$ cat src/hw/ctl_msg_pkg.sv
// Message layouts for host commands and replies
// Every packet starts with a 64-bit header; the upper command byte is the message type
// Reply structs are declared high field first so the header lands in beat 0
`default_nettype none

package ctl_msg_pkg;

  typedef logic [15:0] msg_cmd_t;
  typedef logic [63:0] job_index_t;
  typedef logic [15:0] result_mask_t;

  // Type 0 commands
  localparam msg_cmd_t CMD_RESET = 16'h0000;
  localparam msg_cmd_t CMD_STATUS = 16'h0001;
  // Type 1 commands
  localparam msg_cmd_t CMD_VERIFY = 16'h0100;

  localparam msg_cmd_t RPL_RESET = 16'h0080;
  localparam msg_cmd_t RPL_STATUS = 16'h0081;
  localparam msg_cmd_t RPL_VERIFY = 16'h0180;

  typedef struct packed {
    logic [31:0] rsv;
    msg_cmd_t cmd;
    logic [15:0] len;
  } msg_hdr_t;

  typedef struct packed {
    logic [31:0] build_date;
    logic [63:0] build_host;
    msg_hdr_t hdr;
  } status_rpl_t;

  typedef struct packed {
    msg_hdr_t hdr;
  } reset_rpl_t;

  typedef struct packed {
    logic [63:0] mask;
    job_index_t index;
    msg_hdr_t hdr;
  } verify_rpl_t;

  localparam int unsigned STATUS_RPL_BYTES = $bits(status_rpl_t) / 8;
  localparam int unsigned RESET_RPL_BYTES = $bits(reset_rpl_t) / 8;
  localparam int unsigned VERIFY_RPL_BYTES = $bits(verify_rpl_t) / 8;

  typedef enum logic [1:0] {SYS_IDLE, SYS_RESET, SYS_REPLY, SYS_DISCARD} sys_state_t;

  typedef enum logic [2:0] {
    VER_IDLE, VER_INDEX, VER_FEED, VER_WAIT, VER_REPLY, VER_DISCARD
  } ver_state_t;

  function automatic msg_hdr_t rpl_hdr(msg_cmd_t cmd, int unsigned nbytes);
    msg_hdr_t h;
    h.rsv = '0;
    h.cmd = cmd;
    h.len = 16'(nbytes);
    return h;
  endfunction

endpackage

`default_nettype wire

$ cat src/hw/ctl_stream_pkg.sv
// Beat-level stream types shared by every port of the controller
// Beats are 8 bytes wide with byte 0 in the low bits; mod 0 means all 8 bytes valid
`default_nettype none

package ctl_stream_pkg;

  localparam int unsigned BEAT_BYTES = 8;
  localparam int unsigned BEAT_BITS = BEAT_BYTES * 8;

  typedef logic [BEAT_BITS-1:0] beat_dat_t;
  typedef logic [2:0] beat_mod_t;
  // Remaining bytes of a packet being serialized
  typedef logic [7:0] byte_cnt_t;

  typedef struct packed {
    beat_dat_t dat;
    logic sop;
    logic eop;
    beat_mod_t mod;
  } ctl_beat_t;

  // Forms one outgoing beat from the low word of a shift register
  function automatic ctl_beat_t sr_beat(beat_dat_t dat, logic first, byte_cnt_t left);
    ctl_beat_t b;
    b.dat = dat;
    b.sop = first;
    b.eop = (left <= 8'd8);
    b.mod = b.eop ? beat_mod_t'(left[2:0]) : '0;
    return b;
  endfunction

endpackage

`default_nettype wire

$ cat src/hw/cmd_fifo.sv
// Register-based beat queue, QUEUE_DEPTH must be a power of two and at least 2
// A beat written on one edge is readable on the next cycle
// Either reset flushes the contents
`default_nettype none

module cmd_fifo #(
  parameter int unsigned QUEUE_DEPTH = 16
) (
  input  wire                        i_clk_core,
  input  wire                        i_rst_core,
  input  wire                        i_usr_rst,
  input  wire ctl_stream_pkg::ctl_beat_t i_wr,
  input  wire                        i_wr_val,
  output logic                       o_wr_rdy,
  output ctl_stream_pkg::ctl_beat_t  o_rd,
  output logic                       o_rd_val,
  input  wire                        i_rd_rdy
);
  import ctl_stream_pkg::*;

  localparam int unsigned AW = $clog2(QUEUE_DEPTH);

  typedef logic [AW-1:0] ptr_t;
  typedef logic [AW:0] cnt_t;

  ctl_beat_t mem [QUEUE_DEPTH];
  ptr_t wr_ptr, rd_ptr;
  cnt_t count;
  logic wr_fire, rd_fire;

  assign o_wr_rdy = (count != cnt_t'(QUEUE_DEPTH));
  assign o_rd_val = (count != '0);
  assign o_rd = mem[rd_ptr];
  assign wr_fire = i_wr_val && o_wr_rdy;
  assign rd_fire = o_rd_val && i_rd_rdy;

  always_ff @(posedge i_clk_core) begin
    if (wr_fire) begin
      mem[wr_ptr] <= i_wr;
    end
  end

  always_ff @(posedge i_clk_core) begin
    if (i_rst_core || i_usr_rst) begin
      wr_ptr <= '0;
      rd_ptr <= '0;
      count <= '0;
    end else begin
      if (wr_fire) wr_ptr <= wr_ptr + ptr_t'(1);
      if (rd_fire) rd_ptr <= rd_ptr + ptr_t'(1);
      case ({wr_fire, rd_fire})
        2'b10: count <= count + cnt_t'(1);
        2'b01: count <= count - cnt_t'(1);
        default: count <= count;
      endcase
    end
  end

endmodule

`default_nettype wire

$ cat src/hw/cmd_router.sv
// Sorts host packets into the system or verify queue by message type
// The type is read from the sop beat and held until the packet ends
// o_cmd_rdy depends combinationally on the offered beat
`default_nettype none

module cmd_router #(
  parameter int unsigned QUEUE_DEPTH = 16
) (
  input  wire                        i_clk_core,
  input  wire                        i_rst_core,
  input  wire                        i_usr_rst,
  input  wire ctl_stream_pkg::ctl_beat_t i_cmd,
  input  wire                        i_cmd_val,
  output logic                       o_cmd_rdy,
  output ctl_stream_pkg::ctl_beat_t  o_sys,
  output logic                       o_sys_val,
  input  wire                        i_sys_rdy,
  output ctl_stream_pkg::ctl_beat_t  o_ver,
  output logic                       o_ver_val,
  input  wire                        i_ver_rdy
);
  import ctl_msg_pkg::*;

  msg_hdr_t hdr;
  logic route_ver, route_ver_l;
  logic sys_wr_rdy, ver_wr_rdy;

  assign hdr = msg_hdr_t'(i_cmd.dat);

  // Nonzero message type goes to the verify queue
  assign route_ver = i_cmd.sop ? (hdr.cmd[15:8] != 8'h00) : route_ver_l;
  assign o_cmd_rdy = route_ver ? ver_wr_rdy : sys_wr_rdy;

  always_ff @(posedge i_clk_core) begin
    if (i_rst_core || i_usr_rst) begin
      route_ver_l <= 1'b0;
    end else if (i_cmd_val && o_cmd_rdy) begin
      route_ver_l <= route_ver;
    end
  end

  cmd_fifo #(.QUEUE_DEPTH(QUEUE_DEPTH)) sys_fifo_i (
    .i_clk_core(i_clk_core),
    .i_rst_core(i_rst_core),
    .i_usr_rst(i_usr_rst),
    .i_wr(i_cmd),
    .i_wr_val(i_cmd_val && !route_ver),
    .o_wr_rdy(sys_wr_rdy),
    .o_rd(o_sys),
    .o_rd_val(o_sys_val),
    .i_rd_rdy(i_sys_rdy)
  );

  cmd_fifo #(.QUEUE_DEPTH(QUEUE_DEPTH)) ver_fifo_i (
    .i_clk_core(i_clk_core),
    .i_rst_core(i_rst_core),
    .i_usr_rst(i_usr_rst),
    .i_wr(i_cmd),
    .i_wr_val(i_cmd_val && route_ver),
    .o_wr_rdy(ver_wr_rdy),
    .o_rd(o_ver),
    .o_rd_val(o_ver_val),
    .i_rd_rdy(i_ver_rdy)
  );

endmodule

`default_nettype wire

$ cat src/hw/ctl_top.sv
// Command and reply controller for the hash-verification engine
// Single clock; the engine sits outside and answers each job with one mask strobe
// o_usr_rst also flushes the command queues and the reply arbiter
`default_nettype none

module ctl_top #(
  parameter int unsigned QUEUE_DEPTH = 16,
  parameter int unsigned RST_CYCLES = 8,
  parameter logic [63:0] BUILD_HOST = "ctl_host",
  parameter logic [31:0] BUILD_DATE = 32'h0000_0000
) (
  input  wire                          i_clk_core,
  input  wire                          i_rst_core,
  input  wire ctl_stream_pkg::ctl_beat_t   i_cmd,
  input  wire                          i_cmd_val,
  output logic                         o_cmd_rdy,
  output ctl_stream_pkg::ctl_beat_t    o_rpl,
  output logic                         o_rpl_val,
  input  wire                          i_rpl_rdy,
  output ctl_stream_pkg::ctl_beat_t    o_job,
  output logic                         o_job_val,
  input  wire                          i_job_rdy,
  input  wire ctl_msg_pkg::result_mask_t i_result_mask,
  input  wire                          i_result_val,
  output logic                         o_usr_rst
);
  import ctl_stream_pkg::*;

  ctl_beat_t sys_q, ver_q, sys_rpl, ver_rpl;
  logic sys_q_val, sys_q_rdy, ver_q_val, ver_q_rdy;
  logic sys_rpl_val, sys_rpl_rdy, ver_rpl_val, ver_rpl_rdy;

  cmd_router #(.QUEUE_DEPTH(QUEUE_DEPTH)) cmd_router_i (
    .i_clk_core(i_clk_core), .i_rst_core(i_rst_core), .i_usr_rst(o_usr_rst),
    .i_cmd(i_cmd), .i_cmd_val(i_cmd_val), .o_cmd_rdy(o_cmd_rdy),
    .o_sys(sys_q), .o_sys_val(sys_q_val), .i_sys_rdy(sys_q_rdy),
    .o_ver(ver_q), .o_ver_val(ver_q_val), .i_ver_rdy(ver_q_rdy)
  );

  sys_cmd_proc #(
    .RST_CYCLES(RST_CYCLES), .BUILD_HOST(BUILD_HOST), .BUILD_DATE(BUILD_DATE)
  ) sys_cmd_proc_i (
    .i_clk_core(i_clk_core), .i_rst_core(i_rst_core),
    .i_cmd(sys_q), .i_cmd_val(sys_q_val), .o_cmd_rdy(sys_q_rdy),
    .o_rpl(sys_rpl), .o_rpl_val(sys_rpl_val), .i_rpl_rdy(sys_rpl_rdy),
    .o_usr_rst(o_usr_rst)
  );

  verify_cmd_proc verify_cmd_proc_i (
    .i_clk_core(i_clk_core), .i_rst_core(i_rst_core), .i_usr_rst(o_usr_rst),
    .i_cmd(ver_q), .i_cmd_val(ver_q_val), .o_cmd_rdy(ver_q_rdy),
    .o_job(o_job), .o_job_val(o_job_val), .i_job_rdy(i_job_rdy),
    .i_result_mask(i_result_mask), .i_result_val(i_result_val),
    .o_rpl(ver_rpl), .o_rpl_val(ver_rpl_val), .i_rpl_rdy(ver_rpl_rdy)
  );

  reply_arb reply_arb_i (
    .i_clk_core(i_clk_core), .i_rst_core(i_rst_core), .i_usr_rst(o_usr_rst),
    .i_sys(sys_rpl), .i_sys_val(sys_rpl_val), .o_sys_rdy(sys_rpl_rdy),
    .i_ver(ver_rpl), .i_ver_val(ver_rpl_val), .o_ver_rdy(ver_rpl_rdy),
    .o_rpl(o_rpl), .o_rpl_val(o_rpl_val), .i_rpl_rdy(i_rpl_rdy)
  );

endmodule

`default_nettype wire

$ cat src/hw/reply_arb.sv
// Two-input packet arbiter with no added latency
// Once a source is offered it stays selected until its eop beat is accepted
// When both wait, the source that did not win last goes first
`default_nettype none

module reply_arb (
  input  wire                        i_clk_core,
  input  wire                        i_rst_core,
  input  wire                        i_usr_rst,
  input  wire ctl_stream_pkg::ctl_beat_t i_sys,
  input  wire                        i_sys_val,
  output logic                       o_sys_rdy,
  input  wire ctl_stream_pkg::ctl_beat_t i_ver,
  input  wire                        i_ver_val,
  output logic                       o_ver_rdy,
  output ctl_stream_pkg::ctl_beat_t  o_rpl,
  output logic                       o_rpl_val,
  input  wire                        i_rpl_rdy
);
  // Select and grant encoding is 1 for the verify source
  logic sel, grant, locked, last;

  always_comb begin
    if (locked) begin
      sel = grant;
    end else if (i_sys_val && i_ver_val) begin
      sel = !last;
    end else begin
      sel = i_ver_val;
    end
  end

  assign o_rpl = sel ? i_ver : i_sys;
  assign o_rpl_val = sel ? i_ver_val : i_sys_val;
  assign o_sys_rdy = !sel && i_rpl_rdy;
  assign o_ver_rdy = sel && i_rpl_rdy;

  always_ff @(posedge i_clk_core) begin
    if (i_rst_core || i_usr_rst) begin
      locked <= 1'b0;
      grant <= 1'b0;
      last <= 1'b0;
    end else if (o_rpl_val) begin
      if (i_rpl_rdy && o_rpl.eop) begin
        locked <= 1'b0;
        last <= sel;
      end else begin
        // Stalled or mid-packet, keep this source on the output
        locked <= 1'b1;
        grant <= sel;
      end
    end
  end

endmodule

`default_nettype wire

$ cat src/hw/sys_cmd_proc.sv
// Type 0 handler for status and user reset commands
// Not cleared by the user reset it generates, so the reset reply survives the pulse
// Non-sop beats seen while idle are dropped, unknown commands give no reply
`default_nettype none

module sys_cmd_proc #(
  parameter int unsigned RST_CYCLES = 8,
  parameter logic [63:0] BUILD_HOST = "ctl_host",
  parameter logic [31:0] BUILD_DATE = 32'h0000_0000
) (
  input  wire                        i_clk_core,
  input  wire                        i_rst_core,
  input  wire ctl_stream_pkg::ctl_beat_t i_cmd,
  input  wire                        i_cmd_val,
  output logic                       o_cmd_rdy,
  output ctl_stream_pkg::ctl_beat_t  o_rpl,
  output logic                       o_rpl_val,
  input  wire                        i_rpl_rdy,
  output logic                       o_usr_rst
);
  import ctl_stream_pkg::*;
  import ctl_msg_pkg::*;

  localparam int unsigned SR_W = $bits(status_rpl_t);
  localparam int unsigned RW = $clog2(RST_CYCLES + 1);

  typedef logic [RW-1:0] rst_cnt_t;

  localparam status_rpl_t STATUS_RPL = {BUILD_DATE, BUILD_HOST,
                                        rpl_hdr(RPL_STATUS, STATUS_RPL_BYTES)};
  localparam reset_rpl_t RESET_RPL = rpl_hdr(RPL_RESET, RESET_RPL_BYTES);

  sys_state_t state;
  msg_hdr_t hdr;
  logic cmd_fire, rpl_fire;
  logic [SR_W-1:0] rpl_sr;
  byte_cnt_t rpl_left;
  logic rpl_first;
  rst_cnt_t rst_cnt;

  assign hdr = msg_hdr_t'(i_cmd.dat);
  assign o_cmd_rdy = (state == SYS_IDLE) || (state == SYS_DISCARD);
  assign cmd_fire = i_cmd_val && o_cmd_rdy;
  assign o_rpl_val = (state == SYS_REPLY);
  assign o_rpl = sr_beat(rpl_sr[BEAT_BITS-1:0], rpl_first, rpl_left);
  assign rpl_fire = o_rpl_val && i_rpl_rdy;

  always_ff @(posedge i_clk_core) begin
    if (i_rst_core) begin
      state <= SYS_IDLE;
      o_usr_rst <= 1'b0;
      rst_cnt <= '0;
    end else begin
      case (state)
        SYS_IDLE: begin
          if (cmd_fire && i_cmd.sop) begin
            case (hdr.cmd)
              CMD_STATUS: state <= SYS_REPLY;
              CMD_RESET: begin
                state <= SYS_RESET;
                o_usr_rst <= 1'b1;
                rst_cnt <= rst_cnt_t'(RST_CYCLES - 1);
              end
              default: if (!i_cmd.eop) state <= SYS_DISCARD;
            endcase
          end
        end
        SYS_RESET: begin
          // Reply is offered on the cycle the pulse drops
          if (rst_cnt == '0) begin
            o_usr_rst <= 1'b0;
            state <= SYS_REPLY;
          end else begin
            rst_cnt <= rst_cnt - rst_cnt_t'(1);
          end
        end
        SYS_REPLY: if (rpl_fire && o_rpl.eop) state <= SYS_IDLE;
        SYS_DISCARD: if (cmd_fire && i_cmd.eop) state <= SYS_IDLE;
        default: state <= SYS_IDLE;
      endcase
    end
  end

  // Reply shift register, loaded on the header and drained one beat per transfer
  always_ff @(posedge i_clk_core) begin
    if (state == SYS_IDLE && cmd_fire && i_cmd.sop) begin
      rpl_first <= 1'b1;
      if (hdr.cmd == CMD_RESET) begin
        rpl_sr <= SR_W'(RESET_RPL);
        rpl_left <= byte_cnt_t'(RESET_RPL_BYTES);
      end else begin
        rpl_sr <= STATUS_RPL;
        rpl_left <= byte_cnt_t'(STATUS_RPL_BYTES);
      end
    end else if (rpl_fire) begin
      rpl_first <= 1'b0;
      rpl_sr <= rpl_sr >> BEAT_BITS;
      rpl_left <= rpl_left - 8'd8;
    end
  end

endmodule

`default_nettype wire

$ cat src/hw/verify_cmd_proc.sv
// Type 1 handler: header, then index beat, then job payload passed to the engine
// Only one job is in flight; the next command waits in its queue until the reply is sent
// A verify packet with no payload after the index is dropped without a reply
`default_nettype none

module verify_cmd_proc (
  input  wire                          i_clk_core,
  input  wire                          i_rst_core,
  input  wire                          i_usr_rst,
  input  wire ctl_stream_pkg::ctl_beat_t   i_cmd,
  input  wire                          i_cmd_val,
  output logic                         o_cmd_rdy,
  output ctl_stream_pkg::ctl_beat_t    o_job,
  output logic                         o_job_val,
  input  wire                          i_job_rdy,
  input  wire ctl_msg_pkg::result_mask_t i_result_mask,
  input  wire                          i_result_val,
  output ctl_stream_pkg::ctl_beat_t    o_rpl,
  output logic                         o_rpl_val,
  input  wire                          i_rpl_rdy
);
  import ctl_stream_pkg::*;
  import ctl_msg_pkg::*;

  localparam int unsigned SR_W = $bits(verify_rpl_t);

  ver_state_t state;
  msg_hdr_t hdr;
  verify_rpl_t ver_rpl;
  job_index_t index_q;
  logic cmd_fire, rpl_fire, job_first;
  logic [SR_W-1:0] rpl_sr;
  byte_cnt_t rpl_left;
  logic rpl_first;

  assign hdr = msg_hdr_t'(i_cmd.dat);

  always_comb begin
    case (state)
      VER_FEED: o_cmd_rdy = i_job_rdy;
      VER_WAIT, VER_REPLY: o_cmd_rdy = 1'b0;
      default: o_cmd_rdy = 1'b1;
    endcase
  end

  assign cmd_fire = i_cmd_val && o_cmd_rdy;

  // Payload passes straight through during the feed
  always_comb begin
    o_job = i_cmd;
    o_job.sop = job_first;
  end
  assign o_job_val = (state == VER_FEED) && i_cmd_val;

  always_comb begin
    ver_rpl.hdr = rpl_hdr(RPL_VERIFY, VERIFY_RPL_BYTES);
    ver_rpl.index = index_q;
    ver_rpl.mask = 64'(i_result_mask);
  end

  assign o_rpl_val = (state == VER_REPLY);
  assign o_rpl = sr_beat(rpl_sr[BEAT_BITS-1:0], rpl_first, rpl_left);
  assign rpl_fire = o_rpl_val && i_rpl_rdy;

  always_ff @(posedge i_clk_core) begin
    if (i_rst_core || i_usr_rst) begin
      state <= VER_IDLE;
      job_first <= 1'b0;
    end else begin
      case (state)
        VER_IDLE: begin
          if (cmd_fire && i_cmd.sop && !i_cmd.eop) begin
            state <= (hdr.cmd == CMD_VERIFY) ? VER_INDEX : VER_DISCARD;
          end
        end
        VER_INDEX: begin
          if (cmd_fire) begin
            state <= i_cmd.eop ? VER_IDLE : VER_FEED;
            job_first <= 1'b1;
          end
        end
        VER_FEED: begin
          if (cmd_fire) begin
            job_first <= 1'b0;
            if (i_cmd.eop) state <= VER_WAIT;
          end
        end
        VER_WAIT: if (i_result_val) state <= VER_REPLY;
        VER_REPLY: if (rpl_fire && o_rpl.eop) state <= VER_IDLE;
        VER_DISCARD: if (cmd_fire && i_cmd.eop) state <= VER_IDLE;
        default: state <= VER_IDLE;
      endcase
    end
  end

  always_ff @(posedge i_clk_core) begin
    if (state == VER_INDEX && cmd_fire) begin
      index_q <= i_cmd.dat;
    end
    if (state == VER_WAIT && i_result_val) begin
      rpl_sr <= ver_rpl;
      rpl_left <= byte_cnt_t'(VERIFY_RPL_BYTES);
      rpl_first <= 1'b1;
    end else if (rpl_fire) begin
      rpl_sr <= rpl_sr >> BEAT_BITS;
      rpl_left <= rpl_left - 8'd8;
      rpl_first <= 1'b0;
    end
  end

endmodule

`default_nettype wire

$ cat config.mk
export PLATFORM = sky130hd
export DESIGN_NAME = ctl_top
export DESIGN_NICKNAME = d
export VERILOG_FILES = /design/src/hw/ctl_msg_pkg.sv /design/src/hw/ctl_stream_pkg.sv /design/src/hw/cmd_fifo.sv /design/src/hw/cmd_router.sv /design/src/hw/ctl_top.sv /design/src/hw/reply_arb.sv /design/src/hw/sys_cmd_proc.sv /design/src/hw/verify_cmd_proc.sv
export SDC_FILE = /design/constraint.sdc
export NUM_CORES = 1
export LEC_CHECK = 0
export BUFFER_PORTS_ARGS = -buffer_cell sky130_fd_sc_hd__buf_2
export CAP_MARGIN = 10
export CORE_MARGIN = 3
export CORE_UTILIZATION = 30
export CTS_BUF_LIST = sky130_fd_sc_hd__clkbuf_16
export DETAILED_ROUTE_END_ITERATION = 10
export SLEW_MARGIN = 20
export SYNTH_ARGS = -nofsm -noshare
export SYNTH_HDL_FRONTEND = slang
export SYNTH_SLANG_ARGS = --single-unit
$ cat constraint.sdc
create_clock -name i_clk_core -period 10.3 [get_ports i_clk_core]
set_input_delay 0.515 -clock i_clk_core [delete_from_list [all_inputs] [get_ports i_clk_core]]
set_output_delay 0.515 -clock i_clk_core [all_outputs]
set_load 0.005 [all_outputs]
Yosys cells after proc, flatten, opt, wreduce, memory -nomap -nowiden
Memory sizes are Yosys's and may differ from the RTL's. A register that Yosys moved wholly into a read port is not among the register bits.
Cells that the tools add are included.
Storage, ports and cells
  input port bits: 91
  register bits after elaboration: 427
  memories: 2
  bits in writable memories: 2208
  output and inout bits: 142
Memories
  cmd_router_i.sys_fifo_i.mem: words 16, width 69, rd ports 1, clocked after memory_dff 1, write ports 1, RTL line cmd_fifo.sv:26  | ctl_beat_t mem [QUEUE_DEPTH];
  cmd_router_i.ver_fifo_i.mem: words 16, width 69, rd ports 1, clocked after memory_dff 1, write ports 1, RTL line cmd_fifo.sv:26
Operators by class
  $add $sub $neg: 11
  order comparisons: 2
  reductions and logical operators: 52
  bitwise gates (word level): 1
  multiplexer cells: 56
  equal/unequal tests: 30
Operators with widths (count)
  $mux W160: 2
  $mux W144: 2
  $mux W127: 1
  $mux W69: 1
  $mux W3: 10
  $mux W4: 7
  $logic_and A1 B1 Y1: 25
  $pmux W5 S2: 2
  $ne A2 B2 Y1 const B: 9
  $pmux W3 S6: 1
  $add A4 B1 Y4 const B: 4
  $eq A16 B1 Y1 const B: 1
  $eq A16 B9 Y1 const B: 1
  $le A8 B4 Y1 const B: 2
  $logic_not A16 Y1: 1
  $mux W8: 2
  $sub A8 B4 Y8 const B: 2
  $mux W1: 15
  $mux W2: 6
  $reduce_bool A2 Y1: 6
  $add A5 B1 Y5 const B: 2
  $ne A5 B5 Y1 const B: 2
  $reduce_bool A5 Y1: 2
  $sub A5 B1 Y5 const B: 2
  26 further kinds: 44

Longest topological paths before layout
Gate-level depths: netlist of the first run.
  word-level depth: 10
  mapped depth: 16
  gate-level depth less buffers: 14

By module
Synthesis of the first run repeated with hierarchy kept, for this count alone.
Second synthesis, totals
  cells, all modules: 4525
  area total of the unflattened synthesis: 95764.3 µm²
Modules (own cells, without submodules)
  cmd_fifo at cmd_router_i.ver_fifo_i: cells each 1815, instances 1, area each 42224.2 µm²
  cmd_fifo at cmd_router_i.sys_fifo_i: cells each 1815, instances 1, area each 42215.5 µm²
  verify_cmd_proc: cells each 593, instances 1, area each 8466.9 µm²
  sys_cmd_proc: cells each 185, instances 1, area each 1675.4 µm²
  reply_arb: cells each 104, instances 1, area each 1068.5 µm²
  cmd_router: cells each 13, instances 1, area each 113.9 µm²

Worst setup path before layout of the first run
Ideal clock, no wire load.
  path kind: register to register
  start: reg verify_cmd_proc_i.state[2]
  end: reg verify_cmd_proc_i.rpl_sr[100] (enable)
  cell stages (with the launch flop): 8
  arrival: 3386 ps
  path buffers: 3
  slack: 6473 ps
  cells stage by stage: dfxtp_1 > clkbuf_1 > nor3b_2 > a22o_1 > buf_2 > nand3_1 > clkbuf_1 > nand2_1
On the way
  longest elaborated chain between the ends: 7
Ends and longest elaborated chain
  start, declared: RTL line verify_cmd_proc.sv:27  | ver_state_t state;
  start signal, assigned: RTL line verify_cmd_proc.sv:73  | state <= (hdr.cmd == CMD_VERIFY) ? VER_INDEX : VER_DISCARD;
  start signal, assigned: RTL line verify_cmd_proc.sv:78  | state <= i_cmd.eop ? VER_IDLE : VER_FEED;
  $eq A3 B3 Y1: RTL line verify_cmd_proc.sv:61  | assign o_rpl_val = (state == VER_REPLY);
  $logic_and A1 B1 Y1: RTL line reply_arb.sv:26  | end else if (i_sys_val && i_ver_val) begin
  $mux W1: RTL line reply_arb.sv:26
  $mux W1: RTL line reply_arb.sv:24  | if (locked) begin
  $logic_and A1 B1 Y1: RTL line reply_arb.sv:36  | assign o_ver_rdy = sel && i_rpl_rdy;
  $logic_and A1 B1 Y1: RTL line verify_cmd_proc.sv:63  | assign rpl_fire = o_rpl_val && i_rpl_rdy;
  $reduce_bool A2 Y1 (no source line) (*)
  end signal, assigned: RTL line verify_cmd_proc.sv:101  | rpl_sr <= ver_rpl;
  end signal, assigned: RTL line verify_cmd_proc.sv:105  | rpl_sr <= rpl_sr >> BEAT_BITS;
  end, declared: RTL line verify_cmd_proc.sv:32  | logic [SR_W-1:0] rpl_sr;
Mark *: on every way between the ends. The rest lies on a longest branch, timed or not.
A chain may end at the register's enable or synchronous reset.

==> results of run 1 <==
stage by stage:
step | std cells | util, %
global route | 6403 | 35.10
CTS | 6400 | 35.10
finish | 6408 | 35.11
floorplan | 3147 | -
global placement | 6070 | 32.43
detailed placement | 6070 | 32.43
worst paths after layout:
kind,from,endpoint,slack (ns),depth (start not counted)
min reg2reg,verify_cmd_proc_i.rpl_first,verify_cmd_proc_i.rpl_first,0.45,2
max,flop,o_job[40],5.40,5
max reg2reg,flop,verify_cmd_proc_i.state[0],5.95,9
min,i_cmd[46],cmd_router_i.ver_fifo_i.mem[2][46],0.06,1
logic make-up (layout without fill, tap and decap cells):
logic type | Yosys count | count (layout) | share of synthesized area (%)
flops | 1667 | 1667 | 77.80
compound gates | 221 | 221 | 2.363
mux | 363 | 363 | 12.60
fa+ha+maj | 26 | 26 | 0.5180
xor+xnor | 29 | 29 | 0.4045
simple gates | 657 | 657 | 5.029
other cells | 1 | 10 | 0.005972
buf+inv | 182 | 647 | 1.279
area by class of cell:
| type | instances | area, sq um |
|---|---|---|
| clock inverter | 135 | 1082 |
| inverter | 25 | 93.84 |
| sequential | 1667 | 48870 |
| multi-input combinational | 1298 | 13260 |
| clock buffer | 167 | 4179 |
| antenna | 8 | 20.02 |
| fill | 19330 | 134800 |
| tap | 2788 | 3488 |
| timing repair buffer | 320 | 1922 |
layout by cell type (no fill, tap or decap), types with 6 or more instances in the layout:
master and count:
mux2i_1 22, mux4_1 6, buf_4 60, nor4_1 55
nand3_1 28, nor3_1 19, and3_1 6, nand2_1 293
a22o_1 16, a21oi_1 93, nand2b_1 8, a31oi_1 7
clkinv_16 11, nor2_1 80, o21ai_0 13, mux4_2 334
nor2b_1 10, clkbuf_16 167, nand4_1 12, diode_2 8
and2_1 95, inv_1 60, bufinv_16 6, clkinv_1 42
dfxtp_1 116, clkinv_2 29, dlygate4sd3_1 28, a22oi_1 41
o211ai_1 9, xor2_1 20, ha_1 26, edfxtp_1 1547
buf_2 230, and2_4 13, xnor2_1 9
worst max-delay path, stage by stage, from the launching register on:
cell	delay [ns]
dfxtp_4	0.77
buf_4	0.75
buf_4	0.76
mux4_2	0.41
mux4_2	0.61
buf_2	0.19
report_power, final:
| part | switching (mW) | internal [mW] |
|---|---|---|
| Sequential | 0.255 | 7.78 |
| Clock | 2.62 | 3.14 |
| Combinational | 1.88 | 1.47 |
flip-flops by register name, indices dropped and copies added, names as in the netlist, 5 cells and up, named ones only:
name	cells
sys_cmd_proc_i.rpl_sr	5
sys_cmd_proc_i.rpl_left	6
cmd_router_i.sys_fifo_i.count	5
verify_cmd_proc_i.index_q	64
verify_cmd_proc_i.rpl_left	5
cmd_router_i.ver_fifo_i.count	5
cmd_router_i.sys_fifo_i.mem	288
cmd_router_i.ver_fifo_i.mem	1104
verify_cmd_proc_i.rpl_sr	144
per-layer routing:
layer  up-vias  track usage [%]  share of wire [%]
met5         -                0              0.047
met4        10            3.844                2.3
met3       202            3.080                6.4
met2       977            23.01                 48
met1     16470            19.52                 43
li1      13330                -                  -
==> key figures, run 1 <==
Floorplan
  – I/O pins: roughly 230
  – Die W: roughly 460 microns
  – # rows: ~170
  – Chip Height: around 460 microns
  – CORE AREA: roughly 210000 sq um
  – Initial core utilization: 30.23%
  – Die area: about 210000 sq um

Timing
  – Fin. Hold Viols: 0
  – Max Freq: between 200 and 250 MHz
  – Final Worst Setup Slack: roughly 5.4 ns
  – Slew Limit Fails: 0
  – Worst Clk Skew: roughly 0.073 ns
  – RSZ-0062 raised after global routing: false
  – Final setup vio count: 0
  – Final worst-path cycle share: a little under half
  – Worst Max-Slew Pin Slew: about 1.1 ns
  – Min Hold Slack: about 0.061 ns
  – Post-Route Setup TNS: 0 ns
  – Slew headroom: a little over a quarter
  – Min cycle time layout: roughly 4.9 ns

Logic synthesis
  – Mapped Cells: around 3100
  – EDFF count, synth: roughly 1500
  – Cell taking the most area after synthesis: edfxtp_1
  – FFs w/ async S/R, synth: 0%
  – Ys flop type: edfxtp_1
  – Register area share after synthesis: between 70 and 80%
  – Yosys warnings: 0
  – Average footprint of a synthesized cell: ~20 sq um
  – Mapped cell area: 62800 sq um
  – Yosys reg bits: about 1700
  – Synth top area share: about 74%
  – Yosys cell types: 70
  – Count leader, synth: edfxtp_1
  – Post-synth top cells: 1547 x edfxtp_1, 334 x mux4_2, 294 x nand2_1
  – Dominant cells by area after synthesis: edfxtp_1 74%, mux4_2 12%, dfxtp_1 3.8%, nand2_1 1.8%, and2_1 1.1%

Detailed routing
  – Remaining DRCs: 0
  – DR pass1 iterations: 5
  – Via density: 4.837
  – First DRT Iteration DRCs: around 2800
  – Via total after detailed routing: 30990
  – Post-DRT Antenna Nets: 0
  – Routed len/inst: 24.13 microns
  – Final wirelength: ~150000 microns

CTS
  – Sink Count: 1667
  – Clk root buf: clkbuf_16
  – Total CTS buffers: approximately 170
  – Clk slew on worst S/H paths: around 0.06 ns
  – H-tree levels: 4
  – PostCTS Resize Cnt: 0
  – Clock latency on the worst-skew pair: 0.84 ns
  – # hold bufs at CTS: 28
  – CTS tree: built
  – Number of setup buffers added after CTS: 0
  – Clk buf depth: 3

Global route
  – Initial antenna violation count: 31
  – Global-route wire length before repair: approximately 230000 microns
  – Gr usage total: approximately 14%
  – Largest net degree at the start of global routing: 103
  – Total grt overflow: 0
  – Vias in the first global route: ~31000

Placement
  – Port bufs: 230
  – DP Area: ~67000 sq um
  – DP Worst Slack: around 5.7 ns
  – Final HPWL DP: approximately 91000 microns
  – Routability Congestion: about 0.77

Final layout
  – Design area: 72920 sq um
  – Layout cell share with drive strength beyond 1: between 20 and 25%
  – Syn-to-layout area delta: 16.12%
  – NumNets Final: around 3600

Power and ir drop
  – Power density over the cells: 235.1 nW/um^2
  – VDD IR-drop max: approximately 0.00016 V
  – Lkg Pwr: approximately 23 nW
  – Overall power: approximately 17 mW

Setup path
  – Critical Path Sink Type: output pin
  – Worst Path Arrival: between 4 and 5 ns
  – CP max FO: 53
  – Data required, critical path: a little under 10 ns
  – Critical path class: reg2out
  – Critical path launch point type: flop

Status
  – Status: completed

Hold path
  – Hold crit path type: in2reg

Job
  – Max_cap viols: 0
Note: power is estimated with default switching activity, not from simulation.
==> run 2: changes to the inputs <==
Clock period 10.3 ns to 4.2 ns, I/O delays scaled along.
==> run 2 against run 1 <==
Effect of this change: clock power grew to 2.5 times the previous value; flip-flop and latch count unchanged; clock skew shrank 0.0077 ns; wire length rose by 2.1%; setup slack got worse by 5.2 ns; utilization grew 0.86 points; critical path depth unchanged; cell count is 2.1% higher; global-route usage grew 0.24 points; die area unchanged; critical endpoint is now o_job[13]; largest power group unchanged.
==> key figures, run 2 (synthesis results as in run 1) <==
Setup path
  – Reg-to-reg endpoint: verify_cmd_proc_i.state[2] (was verify_cmd_proc_i.state[0])
  – Worst Path Arrival: 3.75 ns (was 4.39 ns)
  – R2R Setup Slk: 0.76 ns (was 5.95 ns)
  – CP max FO: 55 (was 53)
  – Critical path launch point type: flop (unchanged)
  – Data required, critical path: 3.99 ns (was 9.79 ns)
  – Critical path class: reg2out (unchanged)
  – Critical Path Sink Type: output pin (unchanged)
  – Reg2Reg Depth: 8 (was 9)

Placement
  – Final HPWL DP: 94610 microns (was 90830 microns)
  – Port bufs: 230 (unchanged)
  – DP Area: 68320 sq um (was 67360 sq um)
  – DP Worst Slack: 0.6489 ns (was 5.657 ns)
  – Routability Congestion: 0.7878 (was 0.7656)

CTS
  – Clk root buf: clkbuf_16 (unchanged)
  – Clk buf depth: 3 (unchanged)
  – H-tree levels: 4 (unchanged)
  – Total CTS buffers: 172 (was 166)
  – Clk slew on worst S/H paths: 0.06 ns (about the same)
  – Sink Count: 1667 (unchanged)
  – CTS tree: built (unchanged)
  – Number of setup buffers added after CTS: 0 (unchanged)
  – Clock latency on the worst-skew pair: 0.81 ns (was 0.84 ns)

Timing
  – RSZ-0062 raised after global routing: false (unchanged)
  – Final Worst Setup Slack: 0.2443 ns (was 5.399 ns)
  – Min cycle time layout: between 3 and 4 ns
  – Final setup vio count: 0 (unchanged)
  – Slew Limit Fails: 0 (unchanged)
  – Worst Max-Slew Pin Slew: 1.039 ns (was 1.102 ns)
  – Fin. Hold Viols: 0 (unchanged)
  – Slew headroom: 30.73% (was 26.54%)
  – Worst Clk Skew: 0.06573 ns (was 0.07339 ns)
  – Post-Route Setup TNS: 0 ns (unchanged)
  – Final worst-path cycle share: between 90% and 100%
  – Max Freq: 252.8 MHz

Final layout
  – Register with the highest flop count: cmd_router_i.ver_fifo_i.mem (unchanged)
  – Max reg flops: 1104 (unchanged)
  – Design area: 74700 sq um (was 72920 sq um)
  – Syn-to-layout area delta: 18.96% (was 16.12%)
  – NumNets Final: 3719 (was 3595)
  – Most frequent cells in the layout: 1547 x edfxtp_1, 334 x mux4_2, 293 x nand2_1 (unchanged)
  – Biggest regs: cmd_router_i.ver_fifo_i.mem: 1104 flops, cmd_router_i.sys_fifo_i.mem: 288 flops, verify_cmd_proc_i.rpl_sr: 144 flops (unchanged)
  – Final core utilization: 35.97% (was 35.11%)
  – Most common cell after layout, fill and taps aside: edfxtp_1 (unchanged)
  – Fillers: 19240 (was 19330)
  – Layout cell share with drive strength beyond 1: 25.87% (was 24.78%)

Power and ir drop
  – VDD IR-drop max: 0.0003547 V (was 0.0001586 V)
  – Lkg Pwr: 24.07 nW (was 23.22 nW)
  – Power density over the cells: 568.2 nW/um^2 (was 235.1 nW/um^2)
  – Overall power: 42.45 mW (was 17.14 mW)

Hold path
  – Worst Hold Path EP: cmd_router_i.sys_fifo_i.mem[5][4] (was cmd_router_i.ver_fifo_i.mem[2][46])
  – Hold crit path type: in2reg (unchanged)
  – Min-Delay Path Depth: 2 (was 1)
  – Hold wc startpoint: i_cmd[4] (was i_cmd[46])

Detailed routing
  – DR pass1 iterations: 5 (unchanged)
  – First DRT Iteration DRCs: 2902 (was 2776)
  – Final wirelength: 157900 microns (was 154700 microns)
  – Via density: 4.823 (was 4.837)
  – Post-DRT Antenna Nets: 0 (unchanged)
  – Remaining DRCs: 0 (unchanged)
  – Via total after detailed routing: 31540 (was 30990)
  – Routed len/inst: 24.14 microns (was 24.13 microns)

Floorplan
  – Chip Height: 463.5 microns (unchanged)
  – CORE AREA: 207700 sq um (unchanged)
  – Die W: 463.5 microns (unchanged)
  – Die area: 214800 sq um (unchanged)
  – Initial core utilization: 30.23% (unchanged)
  – # rows: 167 (unchanged)
  – I/O pins: 233 (unchanged)

Job
  – Max_cap viols: 0 (unchanged)

Global route
  – Largest net degree at the start of global routing: 99 (was 103)
  – Gr usage total: 14.50% (was 14.26%)
  – Total grt overflow: 0 (unchanged)
  – Global-route wire length before repair: 228500 microns (was 225700 microns)
  – Initial antenna violation count: 16 (was 31)
  – Vias in the first global route: 32100 (was 31290)

Status
  – Status: completed (unchanged)
run 2: cell count changes in the layout (fill, tap and decap cells not counted), sizes merged:
cell | previous run | this run
buf | 292 | 349
clkbuf | 167 | 175
diode | 8 | 6
clkinv | 85 | 76
bufinv | 6 | 8
inv | 65 | 80
dlygate4sd3 | 28 | 89
run 2: worst max-delay path by stage:
stage	from	end	slack, ns
after global routing	flop	o_job[15]	0.04
after detailed placement	flop	verify_cmd_proc_i.state[2]	0.65
after global placement	i_cmd[34]	cmd_router_i.ver_fifo_i.count[4]	-0.14
final	flop	o_job[13]	0.24
after CTS	flop	o_job[13]	0.1
after floorplan	verify_cmd_proc_i.state[2]	verify_cmd_proc_i.rpl_sr[100]	0.37
run 2: where the power goes:
part	internal, mW	switching, mW	total [mW]
logic	3.75	4.40	8.16
clock network	8.13	6.43	14.6
registers	19.1	0.640	19.7
run 2: critical path: stages, from the launching register on:
cell	delay, ns
dfxtp_4	0.92
buf_4	0.45
buf_4	0.44
mux4_2	0.37
mux4_2	0.57
buf_2	0.17
run 2: repair_timing:
action	CTS	global route
setup endpoints to repair	0	1
resized for setup	0	1
hold buffers	89	0
hold endpoints to repair	1276	0
run 2: cell type report:
| class | count | area (sq um) | area share (%) |
|---|---|---|---|
| inverter | 25 | 93.84 | 0.1256 |
| clock inverter | 143 | 1096 | 1.467 |
| sequential | 1667 | 48870 | 65.42 |
| clock buffer | 175 | 4379 | 5.862 |
| timing repair buffer | 438 | 3493 | 4.676 |
| multi-input combinational | 1298 | 13270 | 17.76 |
| tap | 2788 | 3488 | 4.670 |
| antenna | 6 | 15.01 | 0.02010 |
run 2: routing by layer:
layer	wire (microns)	track usage, %
met4	4237	4.568
met5	46	0
met2	75810	23.35
met1	67210	19.53
met3	10560	3.282
run 2: through the flow:
stage | std cells | hold WS, ns
CTS | 6534 | 0.001508
global placement | 6125 | 0.4307
finish | 6540 | 0.05634
global route | 6536 | 0.02434
detailed placement | 6127 | 0.4328
floorplan | 3147 | 0.3089
